File: src/cpuPkg.sv
`default_nettype none

package cpuPkg;

    localparam int aluOpWidth = 4;

    typedef enum logic [aluOpWidth-1:0] {
        aluAdd,
        aluSub,
        aluAnd,
        aluOr,
        aluNot,
        aluTcp,
        aluShl,
        aluShr,
        aluLhi,   // operand b into the upper byte.
        aluPassB
    } aluOpT;

    typedef struct packed {
        logic  branch;
        logic  jump;       // jmp, jal.
        logic  jumpReg;    // jpr, jrl.
        logic  link;
        logic  memRead;
        logic  memWrite;
        logic  regWrite;
        logic  regDst;     // rd when set, else rt.
        logic  memToReg;
        logic  aluSrcImm;
        logic  zeroExtImm;
        aluOpT aluOp;
        logic  halt;
    } ctrlWordT;

    typedef enum logic [2:0] {
        seqFetch,
        seqExecute,
        seqMemAccess,
        seqWriteBack,
        seqHalted
    } seqStateT;

endpackage

`default_nettype wire

File: src/isaPkg.sv
`default_nettype none

package isaPkg;

    localparam int wordWidth    = 16;
    localparam int regAddrWidth = 2;
    localparam int numRegs      = 2 ** regAddrWidth;
    localparam int opcodeWidth  = 4;
    localparam int funcWidth    = 6;
    localparam int immWidth     = 8;
    localparam int targetWidth  = 12;

    localparam logic [regAddrWidth-1:0] linkReg = 2'd2; // jal and jrl write here.

    typedef enum logic [opcodeWidth-1:0] {
        opBne   = 4'd0,
        opBeq   = 4'd1,
        opBgz   = 4'd2,
        opBlz   = 4'd3,
        opAdi   = 4'd4,
        opOri   = 4'd5,
        opLhi   = 4'd6,
        opLwd   = 4'd7,
        opSwd   = 4'd8,
        opJmp   = 4'd9,
        opJal   = 4'd10,
        opRtype = 4'd15
    } opcodeT;

    // function field of the r-type group.
    typedef enum logic [funcWidth-1:0] {
        fnAdd = 6'd0,
        fnSub = 6'd1,
        fnAnd = 6'd2,
        fnOrr = 6'd3,
        fnNot = 6'd4,
        fnTcp = 6'd5,
        fnShl = 6'd6,
        fnShr = 6'd7,
        fnJpr = 6'd25,
        fnJrl = 6'd26,
        fnHlt = 6'd29
    } funcT;

endpackage

`default_nettype wire

File: src/alu.sv
`timescale 1ns/10ps
`default_nettype none

module alu (
    input  logic [isaPkg::wordWidth-1:0] opA,
    input  logic [isaPkg::wordWidth-1:0] opB,
    input  cpuPkg::aluOpT                aluOp,
    output logic [isaPkg::wordWidth-1:0] result
);
    import isaPkg::*;
    import cpuPkg::*;

    // carries and overflow are dropped.
    always_comb begin
        case (aluOp)
            aluAdd: begin
                result = opA + opB;
            end
            aluSub: begin
                result = opA - opB;
            end
            aluAnd: begin
                result = opA & opB;
            end
            aluOr: begin
                result = opA | opB;
            end
            aluNot: begin
                result = ~opA;
            end
            aluTcp: begin
                result = ~opA + 1'b1;      // two's complement.
            end
            aluShl: begin
                result = opA << 1;
            end
            aluShr: begin
                result = {opA[wordWidth-1], opA[wordWidth-1:1]}; // sign kept.
            end
            aluLhi: begin
                result = opB << immWidth;
            end
            aluPassB: begin
                result = opB;
            end
            default: begin
                result = '0;
            end
        endcase
    end

endmodule

`default_nettype wire

File: src/controlUnit.sv
`timescale 1ns/10ps
`default_nettype none

module controlUnit (
    input  logic [isaPkg::wordWidth-1:0] instr,
    output cpuPkg::ctrlWordT             ctrl
);
    import isaPkg::*;
    import cpuPkg::*;

    opcodeT opcode;
    funcT   func;

    assign opcode = opcodeT'(instr[wordWidth-1 -: opcodeWidth]);
    assign func   = funcT'(instr[funcWidth-1:0]);

    always_comb begin
        ctrl       = '0;           // unknown codes fall through as a no-op.
        ctrl.aluOp = aluPassB;
        case (opcode)
            opBne, opBeq, opBgz, opBlz: begin
                ctrl.branch = 1'b1;
            end
            opAdi, opOri, opLhi, opLwd, opSwd: begin
                ctrl.aluSrcImm  = 1'b1;
                ctrl.regWrite   = (opcode != opSwd);
                ctrl.memRead    = (opcode == opLwd);
                ctrl.memWrite   = (opcode == opSwd);
                ctrl.memToReg   = (opcode == opLwd);
                ctrl.zeroExtImm = (opcode == opOri);
                case (opcode)
                    opOri:   ctrl.aluOp = aluOr;
                    opLhi:   ctrl.aluOp = aluLhi;
                    default: ctrl.aluOp = aluAdd; // adi and the address sum.
                endcase
            end
            opJmp, opJal: begin
                ctrl.jump     = 1'b1;
                ctrl.link     = (opcode == opJal);
                ctrl.regWrite = (opcode == opJal);
            end
            opRtype: begin
                case (func)
                    fnAdd, fnSub, fnAnd, fnOrr, fnNot, fnTcp, fnShl, fnShr: begin
                        ctrl.regWrite = 1'b1;
                        ctrl.regDst   = 1'b1;
                        case (func)
                            fnAdd:   ctrl.aluOp = aluAdd;
                            fnSub:   ctrl.aluOp = aluSub;
                            fnAnd:   ctrl.aluOp = aluAnd;
                            fnOrr:   ctrl.aluOp = aluOr;
                            fnNot:   ctrl.aluOp = aluNot;
                            fnTcp:   ctrl.aluOp = aluTcp;
                            fnShl:   ctrl.aluOp = aluShl;
                            default: ctrl.aluOp = aluShr;
                        endcase
                    end
                    fnJpr: begin
                        ctrl.jumpReg = 1'b1;
                    end
                    fnJrl: begin
                        ctrl.jumpReg  = 1'b1;
                        ctrl.link     = 1'b1;
                        ctrl.regWrite = 1'b1;
                    end
                    fnHlt: begin
                        ctrl.halt = 1'b1;
                    end
                    default: ;
                endcase
            end
            default: ;
        endcase
    end

    // each decoded word asks for at most one memory strobe.
    memExclusive: assert property (@(instr) !(ctrl.memRead && ctrl.memWrite));

endmodule

`default_nettype wire

File: src/cpu.sv
`timescale 1ns/10ps
`default_nettype none

module cpu (
    input  logic                         clk,
    input  logic                         rstN,
    output logic                         readM,
    output logic                         writeM,
    output logic [isaPkg::wordWidth-1:0] address,
    output logic [isaPkg::wordWidth-1:0] writeData,
    input  logic [isaPkg::wordWidth-1:0] readData,
    input  logic                         inputReady,
    input  logic                         ackOutput,
    output logic                         halted
);
    import isaPkg::*;
    import cpuPkg::*;

    logic [wordWidth-1:0] instr;
    ctrlWordT             ctrl;   // decoded from instr in the same cycle.

    controlUnit i_controlUnit (
        .instr (instr),
        .ctrl  (ctrl)
    );

    datapath i_datapath (
        .clk        (clk),
        .rstN       (rstN),
        .ctrl       (ctrl),
        .instr      (instr),
        .readM      (readM),
        .writeM     (writeM),
        .address    (address),
        .writeData  (writeData),
        .readData   (readData),
        .inputReady (inputReady),
        .ackOutput  (ackOutput),
        .halted     (halted)
    );

endmodule

`default_nettype wire

File: src/datapath.sv
`timescale 1ns/10ps
`default_nettype none

module datapath (
    input  logic                         clk,
    input  logic                         rstN,
    input  cpuPkg::ctrlWordT             ctrl,
    output logic [isaPkg::wordWidth-1:0] instr,
    output logic                         readM,
    output logic                         writeM,
    output logic [isaPkg::wordWidth-1:0] address,
    output logic [isaPkg::wordWidth-1:0] writeData,
    input  logic [isaPkg::wordWidth-1:0] readData,
    input  logic                         inputReady,
    input  logic                         ackOutput,
    output logic                         halted
);
    import isaPkg::*;
    import cpuPkg::*;

    seqStateT                state;
    opcodeT                  opcode;
    logic [wordWidth-1:0]    pc;
    logic [wordWidth-1:0]    pcPlus1;
    logic [wordWidth-1:0]    pcNext;       // resolved in execute.
    logic [wordWidth-1:0]    aluOut;
    logic [wordWidth-1:0]    aluResult;
    logic [wordWidth-1:0]    memData;
    logic [wordWidth-1:0]    rsValue;
    logic [wordWidth-1:0]    rtValue;
    logic [wordWidth-1:0]    immExt;
    logic [wordWidth-1:0]    opB;
    logic [wordWidth-1:0]    regWriteValue;
    logic [regAddrWidth-1:0] rs;
    logic [regAddrWidth-1:0] rt;
    logic [regAddrWidth-1:0] rd;
    logic [regAddrWidth-1:0] writeAddr;
    logic [immWidth-1:0]     imm;
    logic                    takeBranch;
    logic                    regWriteEn;
    logic                    reqIdle;

    // ~~~~~~~~~~~~~~~~~~~~~~~~~~~~~~~~~~~~~~~~
    // operands and write-back select
    // ~~~~~~~~~~~~~~~~~~~~~~~~~~~~~~~~~~~~~~~~
    assign opcode  = opcodeT'(instr[wordWidth-1 -: opcodeWidth]);
    assign rs      = instr[11:10];
    assign rt      = instr[9:8];
    assign rd      = instr[7:6];
    assign imm     = instr[immWidth-1:0];
    assign immExt  = ctrl.zeroExtImm ? {{(wordWidth-immWidth){1'b0}}, imm}
                                     : {{(wordWidth-immWidth){imm[immWidth-1]}}, imm};
    assign opB     = ctrl.aluSrcImm ? immExt : rtValue;
    assign pcPlus1 = pc + 1'b1;

    assign writeAddr     = ctrl.link ? linkReg : (ctrl.regDst ? rd : rt);
    assign regWriteValue = ctrl.link ? pcPlus1 : (ctrl.memToReg ? memData : aluResult);
    assign regWriteEn    = ctrl.regWrite && (state == seqWriteBack);

    assign address   = (state == seqMemAccess) ? aluResult : pc;
    assign writeData = rtValue;
    assign reqIdle   = !inputReady && !ackOutput; // previous reply fully gone.

    always_comb begin
        case (opcode)
            opBne:   takeBranch = (rsValue != rtValue);
            opBeq:   takeBranch = (rsValue == rtValue);
            opBgz:   takeBranch = ($signed(rsValue) > 0);
            opBlz:   takeBranch = ($signed(rsValue) < 0);
            default: takeBranch = 1'b0;
        endcase
        takeBranch = takeBranch && ctrl.branch;
    end

    regFile i_regFile (
        .clk         (clk),
        .rstN        (rstN),
        .readAddr1   (rs),
        .readAddr2   (rt),
        .writeAddr   (writeAddr),
        .writeEnable (regWriteEn),
        .writeValue  (regWriteValue),
        .readValue1  (rsValue),
        .readValue2  (rtValue)
    );

    alu i_alu (
        .opA    (rsValue),
        .opB    (opB),
        .aluOp  (ctrl.aluOp),
        .result (aluOut)
    );

    // ~~~~~~~~~~~~~~~~~~~~~~~~~~~~~~~~~~~~~~~~
    // sequencer
    // ~~~~~~~~~~~~~~~~~~~~~~~~~~~~~~~~~~~~~~~~
    always_ff @(posedge clk) begin
        if (!rstN) begin
            state  <= seqFetch;
            pc     <= '0;
            instr  <= '0;
            readM  <= 1'b0;
            writeM <= 1'b0;
            halted <= 1'b0;
        end else begin
            case (state)
                seqFetch: begin
                    if (readM && inputReady) begin
                        instr <= readData;
                        readM <= 1'b0;
                        state <= seqExecute;
                    end else if (!readM && reqIdle) begin
                        readM <= 1'b1;
                    end
                end
                seqExecute: begin
                    if (ctrl.halt) begin
                        halted <= 1'b1;
                        state  <= seqHalted;
                    end else if (ctrl.memRead || ctrl.memWrite) begin
                        state <= seqMemAccess;
                    end else begin
                        state <= seqWriteBack;
                    end
                end
                seqMemAccess: begin
                    if (readM && inputReady) begin
                        readM <= 1'b0;
                        state <= seqWriteBack;
                    end else if (writeM && ackOutput) begin
                        writeM <= 1'b0;
                        state  <= seqWriteBack;
                    end else if (!readM && !writeM && reqIdle) begin
                        readM  <= ctrl.memRead;
                        writeM <= ctrl.memWrite;
                    end
                end
                seqWriteBack: begin
                    pc    <= pcNext;
                    state <= seqFetch;
                end
                default: state <= seqHalted; // parks here.
            endcase
        end
    end

    always_ff @(posedge clk) begin
        if (state == seqExecute) begin
            aluResult <= aluOut;
            if (ctrl.jumpReg) begin
                pcNext <= rsValue;
            end else if (ctrl.jump) begin
                pcNext <= {pc[wordWidth-1:targetWidth], instr[targetWidth-1:0]};
            end else if (takeBranch) begin
                pcNext <= pcPlus1 + immExt;
            end else begin
                pcNext <= pcPlus1;
            end
        end
        if (state == seqMemAccess && readM && inputReady) begin
            memData <= readData;
        end
    end

    strobeExclusive: assert property (@(posedge clk) disable iff (!rstN)
        !(readM && writeM));

    // store held until memory accepts it.
    writeHold: assert property (@(posedge clk) disable iff (!rstN)
        writeM && !ackOutput |=> writeM && $stable(address) && $stable(writeData));

endmodule

`default_nettype wire

File: src/regFile.sv
`timescale 1ns/10ps
`default_nettype none

module regFile (
    input  logic                              clk,
    input  logic                              rstN,
    input  logic [isaPkg::regAddrWidth-1:0]   readAddr1,
    input  logic [isaPkg::regAddrWidth-1:0]   readAddr2,
    input  logic [isaPkg::regAddrWidth-1:0]   writeAddr,
    input  logic                              writeEnable,
    input  logic [isaPkg::wordWidth-1:0]      writeValue,
    output logic [isaPkg::wordWidth-1:0]      readValue1,
    output logic [isaPkg::wordWidth-1:0]      readValue2
);
    import isaPkg::*;

    logic [wordWidth-1:0] regs [numRegs];

    // one write port, taken on the edge.
    always_ff @(posedge clk) begin
        if (!rstN) begin
            for (int i = 0; i < numRegs; i++) begin
                regs[i] <= '0;
            end
        end else if (writeEnable) begin
            regs[writeAddr] <= writeValue;
        end
    end

    assign readValue1 = regs[readAddr1]; // no bypass.
    assign readValue2 = regs[readAddr2];

endmodule

`default_nettype wire

File: config.mk
export PLATFORM = sky130hd
export DESIGN_NAME = cpu
export DESIGN_NICKNAME = d
export VERILOG_FILES = /design/src/cpuPkg.sv /design/src/isaPkg.sv /design/src/alu.sv /design/src/controlUnit.sv /design/src/cpu.sv /design/src/datapath.sv /design/src/regFile.sv
export SDC_FILE = /design/constraint.sdc
export NUM_CORES = 1
export LEC_CHECK = 0
export BUFFER_PORTS_ARGS = -buffer_cell sky130_fd_sc_hd__buf_2
export CAP_MARGIN = 20
export CORE_ASPECT_RATIO = 1.25
export CORE_MARGIN = 2
export CORE_UTILIZATION = 45
export CTS_CLUSTER_DIAMETER = 200
export DETAILED_ROUTE_END_ITERATION = 16
export SLEW_MARGIN = 40
export SYNTH_ARGS = -nofsm -noshare
export SYNTH_HDL_FRONTEND = slang
export SYNTH_SLANG_ARGS = --single-unit
File: constraint.sdc
create_clock -name clk -period 6.6 [get_ports clk]
set_input_delay 0.99 -clock clk [delete_from_list [all_inputs] [get_ports clk]]
set_output_delay 0.99 -clock clk [all_outputs]
set_load 0.05 [all_outputs]
==> metrics.yaml, run 1 <==
sta:
  fmax_mhz: 184
  worst_clock_skew_ns: 0.00741
  slew_headroom_pct: 40.5
  worst_max_slew_pin_slew_ns: 0.889
  timing.final.max_slew_violations: 0
  report.final.setup_viol: 0
  sum_neg_setup_slack_ns: 0
  rsz0062_at_grt: "false"
  timing.final.ws_setup_ns: 1.18
  post-route-period-util_pct: 82.2
  total_count_of_hold_check_failures_in_the_final_report: 0
  final_period_minus_worst_setup_slack_ns: 5.42
  whs_ns: 0.459
die:
  die_width_um: 142
  area_enclosed_by_the_die_boundary_sq_mm: 0.0252
  initial_utilization_pct: 45.6
  rows: 63
  die_height_um: 177
  io-pin-count: 55
  placeableCoreArea_sq_mm: 0.0236
worst_setup_path:
  criticalPathCategory: "reg2reg"
  worst-endpoint-arrival_ns: 5.72
  crit_chain: "nand2_1 > or3_1 > nor3_1 > buf_4 > nand2_1 > nand2_1 > buf_4 > nor2_1 > buf_4 > a31oi_1 > xor2_1 > ha_1 > a21oi_1 > o21ai_0 > a31o_2 > a21o_1 > a21oi_1 > o21ai_0 > a21oi_1 > o21ai_0 > or4b_2 > nand3_1"
  start_kind: "register"
  timing.reg2reg.setup_slack_ns: 1.18
  r2r-start: "i_datapath.instr[12]$_SDFFE_PN0P_"
  crit_path_top_delay_cell: "sky130_fd_sc_hd__dfxtp_1"
  critical_path.reg2reg.endpoint: "i_datapath.aluResult[14]$_DFFE_PN_"
  timing.reg2reg.worst_path_depth: 22
  critPathMaxFanout: 14
  cp_slowest_stage_delay_ns: 0.67
  worstPathRequired_ns: 6.89
  kind_of_end_point_of_the_critical_path: "register"
clocking:
  ctsHtreeMaxLevel: 4
  hold_buffers: 0
  ctsRootBufferMaster: "sky130_fd_sc_hd__clkbuf_16"
  postCtsSetupBuffers: 0
  cts_buffers: 17
  numClockSinks: 154
  tritoncts: "done"
  cts-resized-gates: 0
  cts_buffer_depth: 2
  cts.clk_slew.worst_paths_ns: 0.06
  insertion_delay_ns: 0.44
yosys:
  post_synth_mux_area_share_pct: 8.35
  syn_nets: 1233
  yosys_register_bits: 154
  netlist.top_cell.by_area: "sky130_fd_sc_hd__edfxtp_1"
  main_combinational_cell_family_by_area_after_synthesis: "simple AND/OR/NAND/NOR gates"
  post_synthesis_xor_xnor_area_fraction_pct: 6.68
  synthesis.area_sq_mm: 0.0108
  synthAdderAreaFrac_pct: 4.49
  synthesized_area_fraction_occupied_by_ao_oa_aoi_and_oai_cells_pct: 17.5
  yosysWarnings: 0
  synth.top_cells.by_area: "sky130_fd_sc_hd__edfxtp_1, sky130_fd_sc_hd__dfxtp_1, sky130_fd_sc_hd__nand2_1"
  yosys_most_used_dff: "sky130_fd_sc_hd__edfxtp_1"
  ys_async_sr_fraction_pct: 0
  synth.top_cell.area_share_pct: 31.3
  post_synth.cell_area_avg_sq_um: 9.13
  synth_edf_count: 112
  synth_sequential_area_ratio_pct: 39.1
  synthSimpleGateAreaFrac_pct: 19.4
  post_synth_inst_count: 1178
  netlist-cell-type-count: 77
detailed_routing:
  wl_per_cell_um: 23.3
  drt_first_pass_iters: 7
  total_drc_errors_in_the_routed_layout: 0
  dr_iter_0_viols: 889
  ant_nets: 0
  dr_total_vias: 9260
  routed_via_density: 6.17
  wirelength_mm: 34.9
hold_path:
  hold_path_startpoint: "i_datapath.halted$_SDFFE_PN0P_"
  hold_class: "reg2reg"
  min_path_cells: 1
  min_delay_worst_endpoint: "i_datapath.halted$_SDFFE_PN0P_"
global_routing:
  grt_first_pass_wirelength_mm: 54.4
  groute.usage.overall_pct: 28.9
  grt.overflow.total: 0
  grt_max_degree: 45
  grt_antenna_before_repair: 0
  first_global_vias: 9076
power:
  vdd_drop_max_mv: 0.193
  total_leakage_power_nw: 4.47
  cellPowerDensity_mw_per_mm2: 246
placement:
  hpwl_mm: 26.1
  pre_cts_slack_ns: 1.32
  io_buffers: 54
  globalplace.congestion: 0.961
final_layout:
  share_of_layout_cells_above_drive_strength_1_pct: 13.7
  insertedDiodeCount: 0
  area_growth_syn_to_fin_pct: 10.7
  finish.net_count: 1250
outcome:
  status: "completed"
job:
  drv.max_cap_violation_count: 0
## placed cells by master, fill, tap and decap left out, drive strengths merged, types with 8 or more instances in the layout
cell type,n
inv,27
nor2b,9
clkbuf,25
nand2b,8
xnor2,51
a21boi,36
ha,33
o211ai,9
nand3,31
mux4,32
o21ai,77
a22oi,8
nand2,218
buf,78
and2,8
nor3,17
a21oi,59
nand4,8
nor2,120
a31oi,11
nor4,8
dfxtp,42
edfxtp,112
a21o,10
mux2i,14
xor2,31
## cell usage after synthesis (all sizes together) (8+ instances only)
cell	instances
nand2	218
nor2	120
edfxtp	112
o21ai	77
a21oi	59
clkbuf	55
xnor2	51
dfxtp	42
a21boi	36
ha	33
mux4	32
nand3	31
xor2	31
buf	25
inv	25
nor3	17
mux2i	14
a31oi	11
a21o	10
nor2b	9
o211ai	9
a22oi	8
and2	8
nand2b	8
nand4	8
nor4	8
## final cells by class
cell class	count	area (sq um)
clock buffers	25	593
clock inverters	7	82.6
fillers	2198	11700
inverters	25	93.8
multi-input cells	919	6110
flip-flops and latches	154	4210
well taps	292	365
repair buffers	78	454
## flip-flops by register name, summed over array words and instances, names as in the netlist, named ones only
register and count:
i_datapath.aluResult 16, i_datapath.halted 1, i_datapath.instr 16, i_datapath.readM 1
i_datapath.memData 16, i_datapath.state 3, i_datapath.i_regFile.regs 64, i_datapath.writeM 1
i_datapath.pc 16, i_datapath.pcNext 16
## per-layer routing
| layer | wire, um | share of wire [%] | track usage, % |
|---|---|---|---|
| met5 | 0 | 0 | 0 |
| met3 | 2100 | 6.0 | 4.90 |
| met4 | 1500 | 4.3 | 13.2 |
| met1 | 14200 | 41 | 36.4 |
| met2 | 17100 | 49 | 48.6 |
## per-stage QoR
step / total power (W) / instance area, sq um / util (%) / std cells
finish: 0.00293 / 11900 / 50.5 / 1500
global placement: 0.00184 / 11200 / 47.5 / 1466
detailed placement: 0.00184 / 11200 / 47.5 / 1467
floorplan: 0.00166 / 10800 / - / 1178
CTS: 0.00294 / 11900 / 50.4 / 1499
global route: 0.00305 / 11900 / 50.5 / 1500
## cell families (layout without fill, tap and decap cells)
| kind of cell | count (synthesis) | after routing |
|---|---|---|
| AOI/OAI and AO/OA | 286 | 286 |
| xor gates and xnor gates | 82 | 82 |
| adders and majority gates | 38 | 38 |
| buffers and inverters | 105 | 135 |
| DFF | 154 | 154 |
| muxes | 48 | 48 |
| and+or+nand+nor | 465 | 465 |
## how the worst max path moves through the flow
stage / endpoint / cells past startpoint / from
final: i_datapath.aluResult[14]$_DFFE_PN_ / 22 / i_datapath.instr[12]$_SDFFE_PN0P_
after global routing: i_datapath.aluResult[14]$_DFFE_PN_ / 21 / i_datapath.instr[12]$_SDFFE_PN0P_
after CTS: i_datapath.aluResult[14]$_DFFE_PN_ / 22 / i_datapath.instr[12]$_SDFFE_PN0P_
after detailed placement: i_datapath.aluResult[14]$_DFFE_PN_ / 22 / i_datapath.instr[12]$_SDFFE_PN0P_
after global placement: i_datapath.aluResult[14]$_DFFE_PN_ / 22 / i_datapath.instr[12]$_SDFFE_PN0P_
after floorplan: i_datapath.aluResult[14]$_DFFE_PN_ / 20 / register
## worst max-delay path, delay by kind of cell (launching register included)
kind / cells / cell delay, ns
XOR/XNOR: 1 / 0.24
flip-flops: 1 / 0.67
AO/OA/AOI/OAI: 9 / 1.71
adder cells (fa/ha/maj): 1 / 0.29
buffers and inverters: 3 / 0.59
AND/OR/NAND/NOR: 8 / 1.77
## report_power, final
| group | internal, W | switching [W] |
|---|---|---|
| combinational | 0.000225 | 0.000441 |
| sequential | 0.00111 | 0.0000527 |
| clock | 0.000671 | 0.000427 |
(Power assumes the default switching activity.)
==> run 2: changes to the inputs <==
==> constraint.sdc (replaced) <==
create_clock -name clk -period 5.42 [get_ports clk]
set_input_delay 0.813 -clock clk [delete_from_list [all_inputs] [get_ports clk]]
set_output_delay 0.813 -clock clk [all_outputs]
set_load 0.05 [all_outputs]
==> metrics.yaml, run 2 (synthesis results as in run 1) <==
die:
  initial_utilization_pct: 45.6  # unchanged
  io-pin-count: 55  # unchanged
  placeableCoreArea_sq_mm: 0.0236  # unchanged
  die_height_um: 177  # unchanged
  area_enclosed_by_the_die_boundary_sq_mm: 0.0252  # unchanged
  rows: 63  # unchanged
  die_width_um: 142  # unchanged
final_layout:
  largest-register: "i_datapath.i_regFile.regs"
  largest_register_ffs: 64  # unchanged
  finish.net_count: 1267  # +1.4%
  share_of_layout_cells_above_drive_strength_1_pct: 14.6  # +0.87 points
  layout.cells.most_common_list: "sky130_fd_sc_hd__nand2_1, sky130_fd_sc_hd__nor2_1, sky130_fd_sc_hd__edfxtp_1"
  area_growth_syn_to_fin_pct: 10.8  # about the same
  utilization_pct: 50.5  # about the same
  mostFrequentLayoutCell: "sky130_fd_sc_hd__nand2_1"
  insertedDiodeCount: 0  # unchanged
power:
  vdd_drop_max_mv: 0.224  # +16%
  total_leakage_power_nw: 4.51  # +0.79%
  cellPowerDensity_mw_per_mm2: 287  # +17%
  clkPwrFrac_pct: 34.2  # -3.3 points
  share_comb_of_total_power_pct: 24.6  # +1.8 points
  p_sw_w: 0.00111  # +21%
  internal-power_w: 0.00230  # +15%
  pwr-share-seq_pct: 41.2  # +1.5 points
  switching_share_pct: 32.7  # +1.2 points
worst_setup_path:
  worstPathRequired_ns: 5.73  # -1.16 ns
  r2r-start: "i_datapath.instr[15]$_SDFFE_PN0P_"
  kind_of_end_point_of_the_critical_path: "register"
  criticalPathCategory: "reg2reg"
  start_kind: "register"
  timing.critical_path.from: "i_datapath.instr[15]$_SDFFE_PN0P_"
  worst-endpoint-arrival_ns: 5.29  # -0.43 ns
  critPathMaxFanout: 14  # unchanged
detailed_routing:
  drt_first_pass_iters: 5  # -2
  dr_total_vias: 9247  # -0.14%
  ant_nets: 0  # unchanged
  total_drc_errors_in_the_routed_layout: 0  # unchanged
  routed_via_density: 6.10  # -1.3%
  dr_iter_0_viols: 876  # -1.5%
  wl_per_cell_um: 23.5  # +1.0%
  wirelength_mm: 35.7  # +2.1%
sta:
  sum_neg_setup_slack_ns: 0  # unchanged
  slew_headroom_pct: 43.0  # +2.5 points
  worst_max_slew_pin_slew_ns: 0.846  # -0.0425 ns
  fmax_mhz: 201  # +8.9%
  report.final.setup_viol: 0  # unchanged
  post-route-period-util_pct: 91.9  # +9.7 points
  total_count_of_hold_check_failures_in_the_final_report: 0  # unchanged
  timing.final.max_slew_violations: 0  # unchanged
  final_period_minus_worst_setup_slack_ns: 4.98  # -0.444 ns
  rsz0062_at_grt: "false"
  worst_clock_skew_ns: 0.0123  # +0.00485 ns
global_routing:
  grt.overflow.total: 0  # unchanged
  first_global_vias: 9208  # +1.5%
  grt_antenna_before_repair: 0  # unchanged
  grt_max_degree: 45  # unchanged
  grt_first_pass_wirelength_mm: 55.3  # +1.6%
  groute.usage.overall_pct: 29.8  # +0.89 points
clocking:
  ctsHtreeMaxLevel: 4  # unchanged
  cts_buffer_depth: 2  # unchanged
  tritoncts: "done"
  cts.clk_slew.worst_paths_ns: 0.06  # about the same
  cts_buffers: 17  # unchanged
  insertion_delay_ns: 0.45  # about the same
  ctsRootBufferMaster: "sky130_fd_sc_hd__clkbuf_16"
  numClockSinks: 154  # unchanged
hold_path:
  hold_class: "reg2reg"
  hold_path_startpoint: "i_datapath.halted$_SDFFE_PN0P_"
outcome:
  status: "completed"
placement:
  io_buffers: 54  # unchanged
  hpwl_mm: 27.5  # +5.1%
  globalplace.congestion: 1.00  # +4.1%
job:
  drv.max_cap_violation_count: 0  # unchanged
run 2: metrics by stage:
stage          hold slack [ns]  cells  setup slack (ns)  power (W)  area (sq um)
4_1_cts                  0.464   1516             0.389    0.00342         11900
6_report                 0.458   1517             0.440    0.00341         11900
3_5_place_dp             0.449   1484             0.426    0.00226         11300
3_3_place_gp             0.443   1484             0.492    0.00226         11300
2_1_floorplan            0.457   1178             0.746    0.00202         10800
5_1_grt                  0.488   1517            0.0362    0.00356         11900
run 2: path summary, 6_finish.rpt:
check | endpoint | slack, ns | depth (start not counted)
max | i_datapath.aluResult[14]$_DFFE_PN_ | 0.44 | 18
min | i_datapath.halted$_SDFFE_PN0P_ | 0.46 | 1
max reg2reg | i_datapath.aluResult[14]$_DFFE_PN_ | 0.44 | 18
min reg2reg | i_datapath.halted$_SDFFE_PN0P_ | 0.46 | 1
run 2: critical path, stage by stage (launching register included):
cell and delay, ns:
sky130_fd_sc_hd__dfxtp_1 0.60, sky130_fd_sc_hd__nor4b_4 0.59, sky130_fd_sc_hd__o21ai_0 0.26, sky130_fd_sc_hd__nand2_1 0.22
sky130_fd_sc_hd__inv_1 0.10, sky130_fd_sc_hd__ha_1 0.24, sky130_fd_sc_hd__nor2_1 0.14, sky130_fd_sc_hd__xor2_1 0.17
sky130_fd_sc_hd__ha_1 0.29, sky130_fd_sc_hd__nand2_1 0.08, sky130_fd_sc_hd__o21ai_0 0.13, sky130_fd_sc_hd__a31o_2 0.30
sky130_fd_sc_hd__a21o_1 0.17, sky130_fd_sc_hd__a21oi_1 0.27, sky130_fd_sc_hd__o21ai_0 0.20, sky130_fd_sc_hd__a21oi_1 0.23
sky130_fd_sc_hd__o21ai_0 0.15, sky130_fd_sc_hd__or4b_2 0.62, sky130_fd_sc_hd__nand3_1 0.10
run 2: metal layers:
metal / vias to the layer above / routed length (um) / global-route usage (%)
met1: 4497 / 14400 / 37.3
met2: 330 / 17300 / 49.3
li1: 4348 / - / -
met3: 72 / 2060 / 4.92
met5: - / 0 / 0
met4: 0 / 1860 / 15.9
run 2: final cells by class:
cell class | count | area (sq um)
Fill cell | 2218 | 11700
Multi-Input combinational cell | 919 | 6100
Sequential cell | 154 | 4200
Timing Repair Buffer | 95 | 578
Clock buffer | 24 | 514
Tap cell | 292 | 365
Inverter | 25 | 93.8
Clock inverter | 8 | 53.8
run 2: what timing repair did:
| action | 4_1_cts | 5_1_grt |
|---|---|---|
| hold buffers | 0 | 0 |
| resized for setup | 0 | 2 |
| setup buffers | 0 | 0 |
| setup endpoints to repair | 0 | 2 |
run 2: power by group through the flow:
stage / registers (W) / clock network, W / logic, W
floorplan: 0.00141 / 0 / 0.000617
global placement: 0.00143 / 0 / 0.000828
detailed placement: 0.00143 / 0 / 0.000829
CTS: 0.00141 / 0.00118 / 0.000832
global route: 0.00141 / 0.00123 / 0.000914
finish: 0.00141 / 0.00117 / 0.000840
